$ cat src/hdl/trg_pkg.sv
package trg_pkg;

    // adc sample format
    localparam int ADC_RESOLUTION_WIDTH = 12;

    // lanes per beat from the data converter
    localparam int SAMPLES_PER_BEAT = 8;

    // each sample sits in the low bits of a 16-bit lane
    localparam int LANE_WIDTH = 16;

    // run-relative time stamp
    localparam int TIME_STAMP_WIDTH = 16;

    // event length field, so ACQUI_LEN is at most 1023
    localparam int LEN_WIDTH = 10;

    // run state as seen by every block
    typedef enum logic [1:0] {
        EXEC_IDLE = 2'b00,
        EXEC_INIT = 2'b01,
        EXEC_TRG  = 2'b11
    } exec_state_e;

    // one 128-bit beat, lane 0 in the low bits
    typedef struct packed {
        logic [SAMPLES_PER_BEAT-1:0][LANE_WIDTH-1:0] lane;
    } adc_beat_t;

    // one record per finished acquisition window
    typedef struct packed {
        // current_time of the first hot beat
        logic [TIME_STAMP_WIDTH-1:0]            time_stamp;
        // largest sample minus baseline in the window
        logic signed [ADC_RESOLUTION_WIDTH:0]   peak;
        // beats from first hot beat to the closing beat
        logic [LEN_WIDTH-1:0]                   length;
        // window was cut at the beat cap
        logic                                   over_len;
    } trg_event_t;

endpackage
$ cat src/hdl/adc_trigger_top.sv
`timescale 1ns/100ps

module adc_trigger_top #(
    parameter int THRESHOLD        = 10,
    parameter int POST_ACQUI_LEN   = 38,
    parameter int ACQUI_LEN        = 100,
    parameter int CALIB_LOG2_BEATS = 4
)
(
    input  logic                                         AXIS_ACLK,
    input  logic                                         AXIS_ARESETN,
    input  trg_pkg::adc_beat_t                           s_axis_tdata,
    input  logic                                         start,
    input  logic                                         stop,
    output trg_pkg::exec_state_e                         exec_state,
    output logic signed [trg_pkg::ADC_RESOLUTION_WIDTH-1:0] baseline,
    output logic                                         triggered,
    output logic                                         event_valid,
    output trg_pkg::trg_event_t                          event_rec
);

    logic                                        calib_done;
    logic [trg_pkg::TIME_STAMP_WIDTH-1:0]        current_time;
    logic                                        win_start;
    logic                                        win_end;
    logic                                        over_len;
    logic signed [trg_pkg::ADC_RESOLUTION_WIDTH:0] peak;
    logic [trg_pkg::LEN_WIDTH-1:0]               length;

    run_control #(
        .CALIB_LOG2_BEATS (CALIB_LOG2_BEATS)
    ) i_run_control (
        .AXIS_ACLK    (AXIS_ACLK),
        .AXIS_ARESETN (AXIS_ARESETN),
        .start        (start),
        .stop         (stop),
        .exec_state   (exec_state),
        .calib_done   (calib_done),
        .current_time (current_time)
    );

    baseline_calib #(
        .CALIB_LOG2_BEATS (CALIB_LOG2_BEATS)
    ) i_baseline_calib (
        .AXIS_ACLK    (AXIS_ACLK),
        .AXIS_ARESETN (AXIS_ARESETN),
        .s_axis_tdata (s_axis_tdata),
        .exec_state   (exec_state),
        .calib_done   (calib_done),
        .baseline     (baseline)
    );

    threshold_trigger #(
        .THRESHOLD      (THRESHOLD),
        .POST_ACQUI_LEN (POST_ACQUI_LEN),
        .ACQUI_LEN      (ACQUI_LEN)
    ) i_threshold_trigger (
        .AXIS_ACLK    (AXIS_ACLK),
        .AXIS_ARESETN (AXIS_ARESETN),
        .s_axis_tdata (s_axis_tdata),
        .baseline     (baseline),
        .exec_state   (exec_state),
        .triggered    (triggered),
        .win_start    (win_start),
        .win_end      (win_end),
        .over_len     (over_len),
        .peak         (peak),
        .length       (length)
    );

    event_recorder i_event_recorder (
        .AXIS_ACLK    (AXIS_ACLK),
        .AXIS_ARESETN (AXIS_ARESETN),
        .current_time (current_time),
        .win_start    (win_start),
        .win_end      (win_end),
        .over_len     (over_len),
        .peak         (peak),
        .length       (length),
        .event_valid  (event_valid),
        .event_rec    (event_rec)
    );

endmodule

$ cat src/hdl/baseline_calib.sv
`timescale 1ns/100ps

module baseline_calib #(
    parameter int CALIB_LOG2_BEATS = 4
)
(
    input  logic                                         AXIS_ACLK,
    input  logic                                         AXIS_ARESETN,
    input  trg_pkg::adc_beat_t                           s_axis_tdata,
    input  trg_pkg::exec_state_e                         exec_state,
    input  logic                                         calib_done,
    output logic signed [trg_pkg::ADC_RESOLUTION_WIDTH-1:0] baseline
);

    // log2 of the number of samples in one calibration run
    localparam int SHIFT = CALIB_LOG2_BEATS + $clog2(trg_pkg::SAMPLES_PER_BEAT);

    // wide enough for the full calibration sum without overflow
    localparam int ACC_WIDTH = trg_pkg::ADC_RESOLUTION_WIDTH + SHIFT;

    logic signed [trg_pkg::ADC_RESOLUTION_WIDTH-1:0] lane_sample [trg_pkg::SAMPLES_PER_BEAT];
    logic signed [ACC_WIDTH-1:0]                     beat_sum;
    logic signed [ACC_WIDTH-1:0]                     acc;
    logic signed [ACC_WIDTH-1:0]                     acc_next;
    logic signed [ACC_WIDTH-1:0]                     avg_full;

    for (genvar i = 0; i < trg_pkg::SAMPLES_PER_BEAT; i++)
    begin : g_lane
        // padding bits above the sample are dropped
        assign lane_sample[i] = s_axis_tdata.lane[i][trg_pkg::ADC_RESOLUTION_WIDTH-1:0];
    end

    // sign-extended sum of the eight lanes
    always_comb
    begin
        beat_sum = '0;
        for (int i = 0; i < trg_pkg::SAMPLES_PER_BEAT; i++)
        begin
            beat_sum = beat_sum + lane_sample[i];
        end
    end

    assign acc_next = acc + beat_sum;

    // truncating average of all samples, including the current beat
    assign avg_full = acc_next >>> SHIFT;

    // accumulator sits at zero outside calibration
    always_ff @(posedge AXIS_ACLK)
    begin
        if (exec_state == trg_pkg::EXEC_INIT)
            acc <= acc_next;
        else
            acc <= '0;
    end

    // holds until the next calibration finishes
    always_ff @(posedge AXIS_ACLK)
    begin
        if (!AXIS_ARESETN)
            baseline <= '0;
        else if (calib_done)
            baseline <= avg_full[trg_pkg::ADC_RESOLUTION_WIDTH-1:0];
    end

endmodule

$ cat src/hdl/event_recorder.sv
`timescale 1ns/100ps

module event_recorder (
    input  logic                                       AXIS_ACLK,
    input  logic                                       AXIS_ARESETN,
    input  logic [trg_pkg::TIME_STAMP_WIDTH-1:0]       current_time,
    input  logic                                       win_start,
    input  logic                                       win_end,
    input  logic                                       over_len,
    input  logic signed [trg_pkg::ADC_RESOLUTION_WIDTH:0] peak,
    input  logic [trg_pkg::LEN_WIDTH-1:0]              length,
    output logic                                       event_valid,
    output trg_pkg::trg_event_t                        event_rec
);

    // current_time delayed to the beat that opened the window
    logic [trg_pkg::TIME_STAMP_WIDTH-1:0] time_d1;
    logic [trg_pkg::TIME_STAMP_WIDTH-1:0] time_d2;
    logic [trg_pkg::TIME_STAMP_WIDTH-1:0] ts_latch;

    // win_start trails the first hot beat by two cycles
    always_ff @(posedge AXIS_ACLK)
    begin
        time_d1 <= current_time;
        time_d2 <= time_d1;
    end

    always_ff @(posedge AXIS_ACLK)
    begin
        if (win_start)
            ts_latch <= time_d2;
    end

    // record fields
    always_ff @(posedge AXIS_ACLK)
    begin
        if (win_end)
        begin
            event_rec.time_stamp <= ts_latch;
            event_rec.peak       <= peak;
            event_rec.length     <= length;
            event_rec.over_len   <= over_len;
        end
    end

    always_ff @(posedge AXIS_ACLK)
    begin
        if (!AXIS_ARESETN)
            event_valid <= 1'b0;
        else
            event_valid <= win_end;
    end

    // windows are never back to back, so neither are records
    a_single_valid : assert property (@(posedge AXIS_ACLK) disable iff (!AXIS_ARESETN)
        event_valid |=> !event_valid);

endmodule

$ cat src/hdl/run_control.sv
`timescale 1ns/100ps

module run_control #(
    parameter int CALIB_LOG2_BEATS = 4
)
(
    input  logic                                   AXIS_ACLK,
    input  logic                                   AXIS_ARESETN,
    input  logic                                   start,
    input  logic                                   stop,
    output trg_pkg::exec_state_e                   exec_state,
    output logic                                   calib_done,
    output logic [trg_pkg::TIME_STAMP_WIDTH-1:0]   current_time
);

    // counts beats spent in calibration
    logic [CALIB_LOG2_BEATS-1:0] calib_cnt;
    logic                        calib_last;

    assign calib_last = (exec_state == trg_pkg::EXEC_INIT) && (calib_cnt == '1);

    // a stop on the last calibration beat wins over the move to TRG
    assign calib_done = calib_last && !stop;

    always_ff @(posedge AXIS_ACLK)
    begin
        if (!AXIS_ARESETN)
        begin
            exec_state <= trg_pkg::EXEC_IDLE;
        end
        else
        begin
            case (exec_state)
                trg_pkg::EXEC_IDLE:
                begin
                    if (start)
                        exec_state <= trg_pkg::EXEC_INIT;
                end
                trg_pkg::EXEC_INIT:
                begin
                    if (stop)
                        exec_state <= trg_pkg::EXEC_IDLE;
                    else if (calib_last)
                        exec_state <= trg_pkg::EXEC_TRG;
                end
                trg_pkg::EXEC_TRG:
                begin
                    if (stop)
                        exec_state <= trg_pkg::EXEC_IDLE;
                end
                default:
                begin
                    exec_state <= trg_pkg::EXEC_IDLE;
                end
            endcase
        end
    end

    always_ff @(posedge AXIS_ACLK)
    begin
        if (!AXIS_ARESETN)
            calib_cnt <= '0;
        else if (exec_state == trg_pkg::EXEC_INIT)
            calib_cnt <= calib_cnt + 1'b1;
        else
            calib_cnt <= '0;
    end

    // time stamps restart at zero on every entry to TRG
    always_ff @(posedge AXIS_ACLK)
    begin
        if (!AXIS_ARESETN)
            current_time <= '0;
        else if (calib_done)
            current_time <= '0;
        else
            current_time <= current_time + 1'b1;
    end

    // calibration ends after exactly 2^CALIB_LOG2_BEATS cycles in INIT
    a_calib_done_in_init : assert property (@(posedge AXIS_ACLK) disable iff (!AXIS_ARESETN)
        calib_done |-> (exec_state == trg_pkg::EXEC_INIT)
                       && ($past(exec_state, 2**CALIB_LOG2_BEATS - 1) == trg_pkg::EXEC_INIT)
                       && ($past(exec_state, 2**CALIB_LOG2_BEATS) == trg_pkg::EXEC_IDLE));

endmodule

$ cat src/hdl/threshold_trigger.sv
`timescale 1ns/100ps

module threshold_trigger #(
    // percent of full scale
    parameter int THRESHOLD      = 10,
    parameter int POST_ACQUI_LEN = 38,
    // at least 2, at most 1023
    parameter int ACQUI_LEN      = 100
)
(
    input  logic                                         AXIS_ACLK,
    input  logic                                         AXIS_ARESETN,
    input  trg_pkg::adc_beat_t                           s_axis_tdata,
    input  logic signed [trg_pkg::ADC_RESOLUTION_WIDTH-1:0] baseline,
    input  trg_pkg::exec_state_e                         exec_state,
    output logic                                         triggered,
    output logic                                         win_start,
    output logic                                         win_end,
    output logic                                         over_len,
    output logic signed [trg_pkg::ADC_RESOLUTION_WIDTH:0]   peak,
    output logic [trg_pkg::LEN_WIDTH-1:0]                length
);

    localparam int ADC_W  = trg_pkg::ADC_RESOLUTION_WIDTH;
    localparam int DIFF_W = ADC_W + 1;
    localparam int LEN_W  = trg_pkg::LEN_WIDTH;
    localparam int POST_W = $clog2(POST_ACQUI_LEN + 1);

    localparam logic signed [DIFF_W-1:0] THRESHOLD_VAL = DIFF_W'((2**ADC_W - 1) * THRESHOLD / 100);
    localparam logic [LEN_W-1:0]         ACQUI_CAP     = LEN_W'(ACQUI_LEN);
    localparam logic [POST_W-1:0]        POST_LAST     = POST_W'(POST_ACQUI_LEN - 1);

    logic signed [ADC_W-1:0]  lane_sample [trg_pkg::SAMPLES_PER_BEAT];
    logic signed [DIFF_W-1:0] lane_diff [trg_pkg::SAMPLES_PER_BEAT];
    logic [trg_pkg::SAMPLES_PER_BEAT-1:0] lane_hot;
    logic signed [DIFF_W-1:0] beat_max;

    // beat state one cycle after the beat
    logic                     zone;
    logic signed [DIFF_W-1:0] zone_peak;

    logic [LEN_W-1:0]         len_cnt;
    logic [LEN_W-1:0]         len_next;
    logic [POST_W-1:0]        post_cnt;
    logic [POST_W-1:0]        post_next;
    logic signed [DIFF_W-1:0] peak_acc;
    logic signed [DIFF_W-1:0] peak_next;
    logic                     win_open;
    logic                     quiet_hit;
    logic                     cap_hit;
    logic                     win_close;

    for (genvar i = 0; i < trg_pkg::SAMPLES_PER_BEAT; i++)
    begin : g_lane
        assign lane_sample[i] = s_axis_tdata.lane[i][ADC_W-1:0];
        assign lane_diff[i]   = lane_sample[i] - baseline;
        assign lane_hot[i]    = (lane_diff[i] >= THRESHOLD_VAL);
    end

    // largest difference of the beat
    always_comb
    begin
        beat_max = lane_diff[0];
        for (int i = 1; i < trg_pkg::SAMPLES_PER_BEAT; i++)
        begin
            if (lane_diff[i] > beat_max)
                beat_max = lane_diff[i];
        end
    end

    // no triggering outside TRG
    always_ff @(posedge AXIS_ACLK)
    begin
        if (!AXIS_ARESETN)
            zone <= 1'b0;
        else
            zone <= (exec_state == trg_pkg::EXEC_TRG) && (|lane_hot);
    end

    always_ff @(posedge AXIS_ACLK)
    begin
        zone_peak <= beat_max;
    end

    always_comb
    begin
        win_open  = zone && !triggered;
        len_next  = (triggered ? len_cnt : '0) + 1'b1;
        post_next = zone ? '0 : post_cnt + 1'b1;
        peak_next = (triggered && (peak_acc > zone_peak)) ? peak_acc : zone_peak;
        quiet_hit = triggered && !zone && (post_cnt == POST_LAST);
        cap_hit   = (triggered || zone) && (len_next == ACQUI_CAP);
        win_close = quiet_hit || cap_hit;
    end

    always_ff @(posedge AXIS_ACLK)
    begin
        if (!AXIS_ARESETN)
        begin
            triggered <= 1'b0;
            win_start <= 1'b0;
            win_end   <= 1'b0;
            len_cnt   <= '0;
            post_cnt  <= '0;
        end
        else
        begin
            win_start <= win_open;
            win_end   <= win_close;
            if (win_close)
            begin
                triggered <= 1'b0;
                len_cnt   <= '0;
                post_cnt  <= '0;
            end
            else if (win_open || triggered)
            begin
                triggered <= 1'b1;
                len_cnt   <= len_next;
                post_cnt  <= post_next;
            end
        end
    end

    // window result, valid with win_end
    always_ff @(posedge AXIS_ACLK)
    begin
        if (win_open || triggered)
            peak_acc <= peak_next;
        if (win_close)
        begin
            length   <= len_next;
            peak     <= peak_next;
            // a quiet close on the cap beat counts as a normal end
            over_len <= cap_hit && !quiet_hit;
        end
    end

    a_end_after_trig : assert property (@(posedge AXIS_ACLK) disable iff (!AXIS_ARESETN)
        win_end |-> $past(triggered));

    a_len_cap : assert property (@(posedge AXIS_ACLK) disable iff (!AXIS_ARESETN)
        win_end |-> (length <= ACQUI_CAP));

endmodule

$ cat config.mk
export PLATFORM = sky130hd
export DESIGN_NAME = adc_trigger_top
export DESIGN_NICKNAME = d
export VERILOG_FILES = /design/src/hdl/trg_pkg.sv /design/src/hdl/adc_trigger_top.sv /design/src/hdl/baseline_calib.sv /design/src/hdl/event_recorder.sv /design/src/hdl/run_control.sv /design/src/hdl/threshold_trigger.sv
export SDC_FILE = /design/constraint.sdc
export NUM_CORES = 1
export LEC_CHECK = 0
export ABC_AREA = 1
export BUFFER_PORTS_ARGS = -buffer_cell sky130_fd_sc_hd__buf_2
export CORE_MARGIN = 5
export CORE_UTILIZATION = 56
export CTS_CLUSTER_SIZE = 30
export DETAILED_ROUTE_END_ITERATION = 12
export GPL_TIMING_DRIVEN = 0
export PLACE_DENSITY = 0.76
export SETUP_SLACK_MARGIN = 0.02
export SYNTH_ARGS = -nofsm -noshare
export SYNTH_HDL_FRONTEND = slang
export SYNTH_HIERARCHICAL = 1
export SYNTH_SLANG_ARGS = --single-unit
$ cat constraint.sdc
create_clock -name AXIS_ACLK -period 23.1 [get_ports AXIS_ACLK]
set_input_delay 2.31 -clock AXIS_ACLK [delete_from_list [all_inputs] [get_ports AXIS_ACLK]]
set_output_delay 2.31 -clock AXIS_ACLK [all_outputs]
set_load 0.01 [all_outputs]
==> flow_metrics.tcl <==
set metrics [dict create \
    status "finished clean" \
    drt-total-wl_microns 53540 \
    rows 68 \
    hold_viol 0 \
    clk_pin_slew_worst_paths_ps 60 \
    start_util 0.5645 \
    synth_edf_count 93 \
    critPathKind "in -> reg" \
    die_h_microns 196.4 \
    tightestPinTransition_ps 971.9 \
    min_path_type "reg -> reg" \
    grt-ovfl-total 0 \
    initialDrtViolationCount 1296 \
    antenna_found_initial 8 \
    fin_worst_skew_ps 14.83 \
    grt_pass1_vias 16440 \
    gp_congestion 1.002 \
    area_delta_synth_final_pct 10.57 \
    crit_fanout 10 \
    setup_violations 0 \
    clk_latency_ps 500 \
    layout-drive-gt1-share 0.1305 \
    rsz0062_at_grt "false" \
    routedWlPerCell_microns 16.82 \
    hpwl_microns 44240 \
    grt_pass1_wl_microns 83930 \
    cts_resized 0 \
    synthCells 2530 \
    max-clock-path-buffers 3 \
    first_pass_iters 6 \
    slew-limit-headroom 0.3520 \
    report.final.slew_viol_count 0 \
    syn-cell-area_sq_mm 0.01945 \
    htree_levels 1 \
    worstPathRequired_ps 23490 \
    vias 17170 \
    dieArea_sq_mm 0.03856 \
    tns_ps 0 \
    cts_hold_buffers 0 \
    cts_buffers 21 \
    die_width_microns 196.4 \
    clkSinkCount 212 \
    synth.distinct_cells 60 \
    grt_max_degree 42 \
    synth_warnings 6 \
    cts_tree "yes" \
    fmax_ghz 0.05807 \
    yosysSeqAreaShare 0.2660 \
    synthFlopType "dfxtp_1" \
    max_cap_viol_count 0 \
    cpPeakStageDelay_ps 450 \
    avgSynthCellArea_sq_um 7.688 \
    startpoint_type "primary input" \
    ios 188 \
    drt-vias-per-instance 5.392 \
    io_buffers 155 \
    finalCriticalPeriod_ps 17220 \
    arrival_ps 17610 \
    end_kind "flip-flop" \
    track_usage 0.2697 \
    synth.net_count 2971 \
    async_flop_share 0 \
    cts_setup_buffers 0 \
    ys_seq_elements 212 \
    period_share 0.7455 \
    slowest_stage "fa_1" \
    drc 0 \
    cts_root_buf "clkbuf_16" \
    fin_nets 3149 \
    critPathMostFrequentCell "nand2_1" \
    core_sq_mm 0.03446 \
    postRouteAntennaNets 0 \
]
[per-stage QoR]
| stage | utilization | cells | area [sq um] | worst slack, ps | hold WS (ps) |
|---|---|---|---|---|---|
| after global placement | 0.6035 | 3140 | 20800 | 5949 | 311.3 |
| after detailed placement | 0.6036 | 3140 | 20800 | 5706 | 312.1 |
| after floorplan | - | 2530 | 19450 | 8348 | 309.6 |
| after global routing | 0.6242 | 3184 | 21510 | 4686 | 333.3 |
| final | 0.6242 | 3184 | 21510 | 5878 | 326.0 |
| after CTS | 0.6236 | 3176 | 21490 | 6167 | 329.4 |
[sequential cells by signal (all words and copies together) (netlist names)]
signal,flops
i_baseline_calib/acc,19
i_baseline_calib/baseline,12
i_event_recorder/event_rec,40
i_event_recorder/event_valid,1
i_event_recorder/time_d1,16
i_event_recorder/time_d2,16
i_event_recorder/ts_latch,16
i_run_control/calib_cnt,4
i_run_control/current_time,16
i_run_control/exec_state,2
i_threshold_trigger/len_cnt,10
i_threshold_trigger/length,10
i_threshold_trigger/over_len,1
i_threshold_trigger/peak,13
i_threshold_trigger/peak_acc,13
i_threshold_trigger/post_cnt,6
i_threshold_trigger/triggered,1
i_threshold_trigger/win_end,1
i_threshold_trigger/win_start,1
i_threshold_trigger/zone,1
i_threshold_trigger/zone_peak,13
[worst paths after layout]
kind | to | slack, ps | start | cells past startpoint
worst max-delay path | i_threshold_trigger/zone_peak[1] | 5880 | s_axis_tdata[16] | 91
worst min-delay path | i_event_recorder/time_d2[10] | 330 | i_event_recorder/time_d1[10] | 0
worst max register to register | i_threshold_trigger/zone_peak[1] | 6930 | i_baseline_calib/baseline[1] | 90
worst min register to register | i_event_recorder/time_d2[10] | 330 | i_event_recorder/time_d1[10] | 0
[cells in the mapped netlist (4+ instances only)]
library cell	count	area (sq um)
a21o_1	6	45.04
a21oi_1	129	645.6
a21oi_2	7	61.31
a22oi_1	7	52.55
buf_2	4	20.02
buf_4	4	30.03
buf_6	9	101.4
clkbuf_1	9	33.78
dfxtp_1	119	2382
edfxtp_1	93	2793
fa_1	113	2262
ha_1	196	2452
inv_1	508	1907
inv_2	8	30.03
nand2_1	524	1967
nand2_2	68	425.4
nand2_4	5	56.30
nand3_1	161	805.8
nand3_2	16	160.2
nand3b_1	10	75.07
nand4_1	55	344.1
nor2_1	175	656.9
nor2_2	16	100.1
nor3_1	24	120.1
nor3b_1	4	30.03
nor4_1	6	37.54
o21ai_0	88	440.4
o21bai_1	29	217.7
or2_2	9	56.30
xnor2_1	16	140.1
xor2_1	62	543.0
[layer usage]
layer	wire length, microns	track usage
met4	2071	0.09465
met1	23550	0.3752
met5	0	0
met3	3349	0.03128
met2	24570	0.4396
[area by class of cell]
| class | instances | area, sq um |
|---|---|---|
| flip-flops and latches | 212 | 5176 |
| fillers | 3087 | 12950 |
| clock inverters | 12 | 133.9 |
| well taps | 455 | 569.3 |
| repair buffers | 155 | 775.7 |
| plain buffers | 27 | 200.2 |
| inverters | 518 | 1946 |
| multi-input cells | 1773 | 12130 |
| diodes | 8 | 20.02 |
| clock buffers | 24 | 556.8 |
[cells in the final DEF, fill, tap and decap left out, drive strengths merged, types with 8 or more instances in the layout]
cell type and n:
edfxtp 93, xnor2 16, ha 196, nor2 194, nor3 26, fa 113
nand3b 10, nand2 597, nand4 58, clkbuf 33, diode 8, o21bai 32
xor2 62, inv 521, dfxtp 119, o21ai 89, or2 12, buf 173
nand3 179, a21oi 137
[critical path, delay by kind of cell]
kind / cells / cell delay (ps)
fa+ha+maj: 9 / 3400
simple gates: 51 / 7190
buf+inv: 18 / 2410
compound gates: 13 / 2250
[logic make-up (layout without fill, tap and decap cells)]
kind of cell	count (synthesis)	count (layout)	synth area share
flip-flops	212	212	0.2660
buffers and inverters	545	736	0.1103
adder cells (fa/ha/maj)	309	309	0.2424
other	0	8	0
XOR/XNOR	78	78	0.03512
AO/OA/AOI/OAI	295	295	0.08813
AND/OR/NAND/NOR	1091	1091	0.2580
Power is left out: the tool's default activity adds up to more than one toggle a clock period on the data nets, which glitch-free logic cannot reach.
